### config.mk
export PLATFORM = sky130hd
export DESIGN_NAME = int_divider
export DESIGN_NICKNAME = d
export VERILOG_FILES = /design/src/source/div_pkg.sv /design/src/source/div_control.sv /design/src/source/div_step_counter.sv /design/src/source/div_datapath.sv /design/src/source/div_sign_adjust.sv /design/src/source/int_divider.sv
export SDC_FILE = /design/constraint.sdc
export NUM_CORES = 1
export LEC_CHECK = 0
export BUFFER_PORTS_ARGS = -buffer_cell sky130_fd_sc_hd__buf_4
export CAP_MARGIN = 5
export CORE_MARGIN = 3
export CORE_UTILIZATION = 55
export CTS_CLUSTER_DIAMETER = 120
export DETAILED_ROUTE_END_ITERATION = 8
export PLACE_DENSITY = 0.78
export SYNTH_ARGS = -nofsm -noshare
export SYNTH_HDL_FRONTEND = slang
export SYNTH_HIERARCHICAL = 1
export SYNTH_SLANG_ARGS = --single-unit
### constraint.sdc
create_clock -name clk -period 5.3 [get_ports clk]
set_input_delay 0.265 -clock clk [delete_from_list [all_inputs] [get_ports clk]]
set_output_delay 0.265 -clock clk [all_outputs]
set_load 0.01 [all_outputs]
### src/source/div_pkg.sv
// Shared definitions for the multi-cycle integer divider.
// Imported by the RTL modules for the default width, FSM states and counter sizing.

package div_pkg;

  // Operand width used when a module is not given one
  localparam int DIV_DEFAULT_WIDTH = 32;

  // Controller states
  typedef enum logic {
    DIV_IDLE = 1'b0,
    DIV_RUN  = 1'b1
  } div_state_t;

  // Bits needed to count WIDTH iterations, from 0 up to WIDTH-1
  function automatic int step_count_width(input int width);
    int bits;
    bits = $clog2(width);
    if (bits < 1) begin
      bits = 1;
    end
    return bits;
  endfunction

endpackage

### src/source/div_control.sv
// Divider FSM: accepts a start strobe, sequences the iterations and pulses done.
// Starts seen while an operation is running are dropped.

module div_control import div_pkg::*; #(
  parameter int WIDTH = DIV_DEFAULT_WIDTH
) (
  input  logic clk,
  input  logic reset,
  input  logic go,
  input  logic dividend_zero,
  input  logic last_step,
  output logic load,
  output logic running,
  output logic done
);

  div_state_t state;
  div_state_t state_next;
  logic       done_next;

  // Start is only taken when idle
  assign load    = go && (state == DIV_IDLE);
  assign running = (state == DIV_RUN);

  always_comb begin
    state_next = state;
    done_next  = 1'b0;
    case (state)
      DIV_IDLE: begin
        if (load) begin
          if (dividend_zero) begin
            // Nothing to iterate, result is already zero
            done_next = 1'b1;
          end else begin
            state_next = DIV_RUN;
          end
        end
      end
      DIV_RUN: begin
        if (last_step) begin
          state_next = DIV_IDLE;
          done_next  = 1'b1;
        end
      end
      default: begin
        state_next = DIV_IDLE;
      end
    endcase
  end

  always_ff @(posedge clk) begin
    if (reset) begin
      state <= DIV_IDLE;
      done  <= 1'b0;
    end else begin
      state <= state_next;
      done  <= done_next;
    end
  end

endmodule

### src/source/div_step_counter.sv
// Iteration counter for the divider.
// Cleared on load, advanced each running cycle, flags the final iteration.

module div_step_counter import div_pkg::*; #(
  parameter int WIDTH = DIV_DEFAULT_WIDTH
) (
  input  logic clk,
  input  logic reset,
  input  logic load,
  input  logic running,
  output logic last_step
);

  typedef logic [step_count_width(WIDTH)-1:0] count_t;

  localparam count_t LAST_COUNT = count_t'(WIDTH - 1);

  count_t count;

  always_ff @(posedge clk) begin
    if (reset) begin
      count <= '0;
    end else if (load) begin
      count <= '0;
    end else if (running) begin
      count <= count + count_t'(1);
    end
  end

  // High during the WIDTH-th running cycle
  assign last_step = running && (count == LAST_COUNT);

endmodule

### src/source/div_datapath.sv
// Restoring shift-and-subtract core on unsigned magnitudes.
// One quotient bit is produced per running cycle; results hold while idle.

module div_datapath import div_pkg::*; #(
  parameter int WIDTH = DIV_DEFAULT_WIDTH
) (
  input  logic             clk,
  input  logic             reset,
  input  logic             load,
  input  logic             running,
  input  logic [WIDTH-1:0] dividend_mag,
  input  logic [WIDTH-1:0] divisor_mag,
  output logic [WIDTH-1:0] quotient_mag,
  output logic [WIDTH-1:0] remainder_mag
);

  typedef logic [WIDTH-1:0] word_t;

  word_t            divisor_reg;
  logic [WIDTH:0]   shifted;
  logic [WIDTH+1:0] trial;
  logic             fits;
  word_t            remainder_next;
  word_t            quotient_next;

  // Bring the next dividend bit into the partial remainder
  assign shifted = {remainder_mag, quotient_mag[WIDTH-1]};

  // Trial subtraction, top bit is the borrow
  assign trial = {1'b0, shifted} - {2'b00, divisor_reg};
  assign fits  = !trial[WIDTH+1];

  assign remainder_next = fits ? trial[WIDTH-1:0] : shifted[WIDTH-1:0];
  assign quotient_next  = {quotient_mag[WIDTH-2:0], fits};

  always_ff @(posedge clk) begin
    if (reset) begin
      quotient_mag  <= '0;
      remainder_mag <= '0;
    end else if (load) begin
      quotient_mag  <= dividend_mag;
      remainder_mag <= '0;
    end else if (running) begin
      quotient_mag  <= quotient_next;
      remainder_mag <= remainder_next;
    end
  end

  always_ff @(posedge clk) begin
    if (load) begin
      divisor_reg <= divisor_mag;
    end
  end

endmodule

### src/source/div_sign_adjust.sv
// Sign handling around the unsigned divider core.
// Forms operand magnitudes, keeps the operand signs and fixes up result signs.
// Remainder takes the sign of the divisor.

module div_sign_adjust import div_pkg::*; #(
  parameter int WIDTH = DIV_DEFAULT_WIDTH
) (
  input  logic             clk,
  input  logic             reset,
  input  logic             load,
  input  logic             signed_mode,
  input  logic [WIDTH-1:0] dividend,
  input  logic [WIDTH-1:0] divisor,
  input  logic [WIDTH-1:0] quotient_mag,
  input  logic [WIDTH-1:0] remainder_mag,
  output logic [WIDTH-1:0] dividend_mag,
  output logic [WIDTH-1:0] divisor_mag,
  output logic             dividend_zero,
  output logic [WIDTH-1:0] quotient,
  output logic [WIDTH-1:0] remainder
);

  typedef logic [WIDTH-1:0] word_t;

  logic  dividend_neg;
  logic  divisor_neg;
  logic  dividend_sign;
  logic  divisor_sign;
  logic  different_signs;
  word_t divisor_save;
  word_t remainder_mid;

  // Sign bits only count in signed mode
  assign dividend_neg = signed_mode && dividend[WIDTH-1];
  assign divisor_neg  = signed_mode && divisor[WIDTH-1];

  // Most negative value maps onto itself, which is its correct unsigned magnitude
  assign dividend_mag = dividend_neg ? word_t'(-dividend) : dividend;
  assign divisor_mag  = divisor_neg ? word_t'(-divisor) : divisor;

  assign dividend_zero = (dividend_mag == '0);

  always_ff @(posedge clk) begin
    if (reset) begin
      dividend_sign <= 1'b0;
      divisor_sign  <= 1'b0;
    end else if (load) begin
      dividend_sign <= dividend_neg;
      divisor_sign  <= divisor_neg;
    end
  end

  always_ff @(posedge clk) begin
    if (load) begin
      divisor_save <= divisor_mag;
    end
  end

  assign different_signs = dividend_sign ^ divisor_sign;

  assign quotient = different_signs ? word_t'(-quotient_mag) : quotient_mag;

  // Mixed signs with a nonzero remainder wrap into the divisor's range
  assign remainder_mid = (different_signs && (remainder_mag != '0))
                         ? word_t'(divisor_save - remainder_mag)
                         : remainder_mag;

  assign remainder = divisor_sign ? word_t'(-remainder_mid) : remainder_mid;

endmodule

### src/source/int_divider.sv
// Multi-cycle integer divider, signed or unsigned per operation.
// Pulse go with the operands; quotient and remainder are valid when done pulses.

module int_divider import div_pkg::*; #(
  parameter int WIDTH = DIV_DEFAULT_WIDTH
) (
  input  logic             clk,
  input  logic             reset,
  input  logic             go,
  input  logic             signed_mode,
  input  logic [WIDTH-1:0] dividend,
  input  logic [WIDTH-1:0] divisor,
  output logic [WIDTH-1:0] quotient,
  output logic [WIDTH-1:0] remainder,
  output logic             busy,
  output logic             done
);

  logic             load;
  logic             last_step;
  logic             dividend_zero;
  logic [WIDTH-1:0] dividend_mag;
  logic [WIDTH-1:0] divisor_mag;
  logic [WIDTH-1:0] quotient_mag;
  logic [WIDTH-1:0] remainder_mag;

  // The FSM run state is the busy indication
  div_control #(
    .WIDTH(WIDTH)
  ) div_control_inst (
    .clk          (clk),
    .reset        (reset),
    .go           (go),
    .dividend_zero(dividend_zero),
    .last_step    (last_step),
    .load         (load),
    .running      (busy),
    .done         (done)
  );

  div_step_counter #(
    .WIDTH(WIDTH)
  ) div_step_counter_inst (
    .clk      (clk),
    .reset    (reset),
    .load     (load),
    .running  (busy),
    .last_step(last_step)
  );

  div_datapath #(
    .WIDTH(WIDTH)
  ) div_datapath_inst (
    .clk          (clk),
    .reset        (reset),
    .load         (load),
    .running      (busy),
    .dividend_mag (dividend_mag),
    .divisor_mag  (divisor_mag),
    .quotient_mag (quotient_mag),
    .remainder_mag(remainder_mag)
  );

  div_sign_adjust #(
    .WIDTH(WIDTH)
  ) div_sign_adjust_inst (
    .clk          (clk),
    .reset        (reset),
    .load         (load),
    .signed_mode  (signed_mode),
    .dividend     (dividend),
    .divisor      (divisor),
    .quotient_mag (quotient_mag),
    .remainder_mag(remainder_mag),
    .dividend_mag (dividend_mag),
    .divisor_mag  (divisor_mag),
    .dividend_zero(dividend_zero),
    .quotient     (quotient),
    .remainder    (remainder)
  );

endmodule

### After elaboration in Yosys (flattened, before gate mapping)

Cells that the tools add are included.

| operators by class | value |
|---|---|
| $mul | 0 |
| div/mod/pow operators | 0 |
| mux-type cells | 16 |
| magnitude comparators | 0 |
| bitwise logic cells | 2 |
| equal/unequal tests | 1 |
| reductions and logical operators | 10 |
| shift operators | 0 |
| add/sub/neg operators | 7 |

Operator list:

| kind | count |
|---|---|
| $mux W32 | 8 |
| $neg A32 Y32 | 4 |
| $sub A33 B32 Y34 | 1 |
| $logic_not A32 Y1 | 1 |
| $reduce_bool A32 Y1 | 1 |
| $sub A32 B32 Y32 | 1 |
| $mux W1 | 6 |
| $add A5 B1 Y5 const B | 1 |
| $eq A5 B5 Y1 const B | 1 |
| $logic_and A1 B1 Y1 | 5 |
| $pmux W1 S2 | 2 |
| $reduce_bool A2 Y1 | 1 |
| $reduce_or A2 Y1 | 1 |
| $logic_not A1 Y1 | 1 |
| $not A1 Y1 | 1 |
| $xor A1 B1 Y1 | 1 |

| word-level totals | value |
|---|---|
| RAM bits | 0 |
| word-level logic and storage cells | 44 |
| register bits after elaboration | 105 |
| output and inout bits | 66 |
| bits in latches | 0 |
| ROM bits | 0 |
| input port bits | 68 |
| memories | 0 |

### Logic depth before layout (Yosys ltp)

| depth | value |
|---|---|
| depth after elaboration | 6 |
| mapped depth | 15 |
| mapped depth without buffers | 14 |

### Cells and area by module

Netlist, hierarchy kept.

By module, submodules not included:

| module | instances | cells an instance | seq. area each (um^2) | area each (um^2) |
|---|---|---|---|---|
| div_sign_adjust | 1 | 877 | 1001.0 | 6423.7 |
| div_datapath | 1 | 616 | 2242.2 | 5504.0 |
| div_step_counter | 1 | 23 | 100.1 | 271.5 |
| div_control | 1 | 9 | 40.0 | 88.8 |

### Worst setup path after synthesis

OpenSTA, ideal clock, no wires.

| timing | value |
|---|---|
| path kind | reg-to-output |
| start | register div_datapath_inst.remainder_mag[0] |
| end | output remainder[19] |
| slack | 1.504 ns |
| data arrival time | 3.531 ns |
| cell stages (with the launch flop) | 13 |
| buffers on the path | 0 |
| required time | 5.035 ns |
| cells stage by stage | dfxtp_1 -> ha_1 -> inv_1 -> fa_1 -> a211oi_2 -> o211a_4 -> nor4_1 -> or3_1 -> a221o_1 -> o31a_1 -> or3b_4 -> o31ai_2 -> xor2_1 |

| on the way | value |
|---|---|
| longest elaborated chain between the ends | 5 |
| elaborated cells on any way between the ends | 6 |
| those cells by class | 2 x add/sub; 2 x mux; 2 x reduce/logical |

RTL lines:

| what | RTL line | text |
|---|---|---|
| start: declaration | div_datapath.sv:14 | `output logic [WIDTH-1:0] remainder_mag` |
| start signal: assignment | div_datapath.sv:45 | `remainder_mag <= remainder_next;` |
| branches (longest 2 deep; another with $sub A32 B32 Y32) | - |  |
| $mux W32 * | div_sign_adjust.sv:65 | `? word_t'(divisor_save - remainder_mag)` |
| $neg A32 Y32 | div_sign_adjust.sv:68 | `assign remainder = divisor_sign ? word_t'(-remainder_mid) : remainder_mid;` |
| $mux W32 * | div_sign_adjust.sv:68 |  |
| end: declaration | int_divider.sv:14 | `output logic [WIDTH-1:0] remainder,` |

Every way passes the cells marked *.

### Worst setup path in the final report

| timing | value |
|---|---|
| start | register div_datapath_inst.remainder_mag[0] |
| end | output remainder[31] |

The elaborated chain is that of the path after synthesis.

==> summary.txt <==
Worst setup path
  • WP depth: 14
  • Worst Path Required: 5.04 ns
  • Reg2reg start: div_datapath_inst/remainder_mag[1]
  • Crit-path leading delay family: compound AO/OA/AOI/OAI gates
  • Worst Path Arrival: 4.58 ns
  • CP Capture Type: primary output
  • Largest stage delay on the critical path: 0.57 ns
  • Worst r2r path cells: 10
  • R2R setup slack: 1.89 ns
  • Crit Path Class: flip-flop to primary output
  • Worst R2R End: div_datapath_inst/remainder_mag[24]
  • WP buf/inv: 2
  • Slowest cell on the critical path: a211oi_1
  • Worst setup SP type: flip-flop
  • Worst-path maximum fanout: 7
  • Worst-path cell chain: ha_1 -> inv_1 -> fa_1 -> a211oi_2 -> o211a_4 -> o31ai_4 -> a311oi_1 -> o21ba_2 -> nor4b_1 -> a211oi_1 -> o2111ai_2 -> o41ai_2 -> xnor2_1 -> buf_4

Synth
  • Synthesized flop and latch total: 137
  • Mapped cell area: 12,300 sq um
  • Top FF cell, synth: dfxtp_1
  • Synth area leaders: edfxtp_1, dfxtp_1, ha_1, a21oi_1, xnor2_1
  • Post-synth cell types: 94
  • Number of synthesized flops with an enable pin: 64
  • YS warnings: 6
  • Mapped Cells: 1,525
  • Post-synth top area share: 0.156
  • Syn_nets: 1,664
  • Synth Area per Inst: 8.06 sq um
  • Biggest area consumer among synthesized cells: edfxtp_1
  • Async SR Flop Fraction: 0
  • Post-synthesis sequential area ratio: 0.275

Floorplanning
  • Initial Utilization: 0.561
  • Core area: 21,900 sq um
  • Width of the chip: 155 um
  • I/O pins: 134
  • Die H: 155 um
  • Die area: 24,200 sq um
  • Rows: 54

Finish
  • Cell area after layout: 14,100 sq um
  • Antenna fix cells: 0
  • Area Overhead vs Synth: 14.7%
  • Final nets: 1,761
  • Post-route core utilization: 0.644
  • Layout cells sized above 1: 0.136

STA
  • Min Tclk post-route: 4.84 ns
  • Post-route clock period utilization: 0.913
  • Worst slew pin tran: 1.06 ns
  • Slew HR: 0.295
  • Hold Vio Cnt, Final: 0
  • Worst Skew: 0.00962 ns
  • Slew Limit Fails: 0
  • Final setup violation count: 0
  • Max Clk Rate: 207 MHz
  • Setup TNS: 0 ns
  • Unrepaired setup endpoints after global routing: no

Power
  • Pwr per Cell Area: 299 nW/um^2
  • VDD IR max: 0.250 mV
  • Lkg Pwr: 5.76 nW
  • Pwr Total: 4.21 mW

Clock network
  • Setup bufs post-CTS: 0
  • Clk pin slew, worst setup/hold paths: 0.06 ns
  • Total CTS buffers: 17
  • # H-tree levels: 4
  • Post-CTS Hold Fix Bufs: 0
  • Post-CTS sizing: 0
  • Root Buffer: clkbuf_16
  • CTS tree: yes
  • Clk sink count: 137
  • Clk_lat worst skew: 0.43 ns
  • Maximum root-to-sink buffer count: 2

Detailed routing
  • DRT Wirelength: 33.7 mm
  • Routed vias: 11,700
  • Wirelength per Cell: 17.6 um
  • Iter 0 DRT Violations: 1,048
  • Post-DR vias/cell: 6.10
  • Antenna viol nets, final: 0
  • Residual DRC: 0
  • DRT Pass-1 Iters: 6

Global route
  • Vias in the first global route: 10,800
  • Gr usage total: 0.273
  • Initial antenna violation count: 0
  • Grt ovf: 0
  • First-pass GRT wire length: 54.4 mm
  • Largest net degree at the start of global routing: 115

Placement
  • RePlAce Congestion: 0.977
  • PortBufs: 133
  • Post-placement cell area: 13,400 sq um
  • DP HPWL: 25.7 mm

Run status
  • Outcome: finished clean

Worst hold path
  • Hold crit path type: primary input to flip-flop
  • Hold Crit Endpoint: div_sign_adjust_inst/divisor_save[0]
  • Hold_sp: divisor[0]
  • Hold depth: 1

Job
  • Max cap viols: 0
-- report_power, final --
part           internal, mW  switching (mW)  leakage, nW  total, mW
sequential             1.21          0.0896         1.21       1.30
clock                 0.850           0.480        0.317       1.33
combinational         0.648           0.936         4.24       1.58
-- worst register-to-register path, stage by stage, from the launching register on --
cell	delay (ns)
dfxtp_1	0.38
ha_1	0.42
o211ai_2	0.10
a21oi_2	0.13
o21ai_1	0.12
o21ai_2	0.29
a21oi_2	0.19
o31ai_4	0.94
buf_4	0.35
mux2i_1	0.24
a21oi_1	0.09
-- metrics by stage --
step                std cells  hold slack [ns]  setup slack [ns]
floorplan                1525            0.330              1.50
global placement         1883            0.503              1.04
detailed placement       1883            0.504             0.944
CTS                      1915           0.0537             0.489
global route             1915           0.0544             0.197
finish                   1915           0.0735             0.460
-- final cells by class --
type                       instances  area [sq um]
clock inverter                    14           219
sequential                       137          3390
inverter                         101           379
fill                            1868          7800
multi-input combinational       1219          8210
tap                              280           350
timing repair buffer             146          1110
clock buffer                      18           439
-- placed cells by master, fill, tap and decap left out, types with 17 or more instances in the layout --
cell type / instances
a211oi_1: 25
a21o_1: 21
a21oi_1: 144
a31oi_1: 17
and2_1: 18
buf_4: 145
clkbuf_16: 17
dfxtp_1: 72
edfxtp_1: 64
ha_1: 69
inv_1: 101
mux2i_1: 60
nand2_1: 121
nand3_1: 29
nor2_1: 166
nor3_1: 43
nor4_1: 18
o21ai_0: 88
o31ai_1: 17
or3_1: 17
xnor2_1: 82
xor2_1: 80
-- per-layer routing --
metal	track usage	wire, um	vias up
met5	0	0	-
met4	0.0692	405	0
met3	0.0373	2520	38
met2	0.439	15500	461
met1	0.389	15300	5499
li1	-	-	5680
-- Yosys cell counts (21+ instances only) --
cell,n
edfxtp_1,64
inv_1,101
nand2_1,121
xnor2_1,82
a21oi_1,144
nand3_1,29
mux2i_1,60
ha_1,69
xor2_1,80
nor3_1,43
a211oi_1,25
clkbuf_1,41
o21ai_0,88
a21o_1,21
dfxtp_1,73
nor2_1,166
-- cell families (layout without fill, tap and decap cells) --
logic type,after synthesis,in the layout,synth area share
xor+xnor,163,163,0.117
simple gates,489,489,0.192
buf+inv,169,279,0.0569
compound gates,432,432,0.232
mux,64,64,0.0528
fa+ha+maj,71,71,0.0735
flops,137,137,0.275
-- how the worst max path moves through the flow --
stage                                                   start       endpoint  slack (ns)
after global routing       div_datapath_inst/remainder_mag[0]  remainder[31]        0.20
after floorplan            div_datapath_inst/remainder_mag[0]  remainder[19]        1.50
final                      div_datapath_inst/remainder_mag[0]  remainder[31]        0.46
after detailed placement  div_datapath_inst/remainder_mag[27]  remainder[31]        0.94
after global placement    div_datapath_inst/remainder_mag[27]  remainder[31]        1.04
after CTS                  div_datapath_inst/remainder_mag[0]  remainder[31]        0.49
No activity file was read; power rests on OpenSTA's default activity.
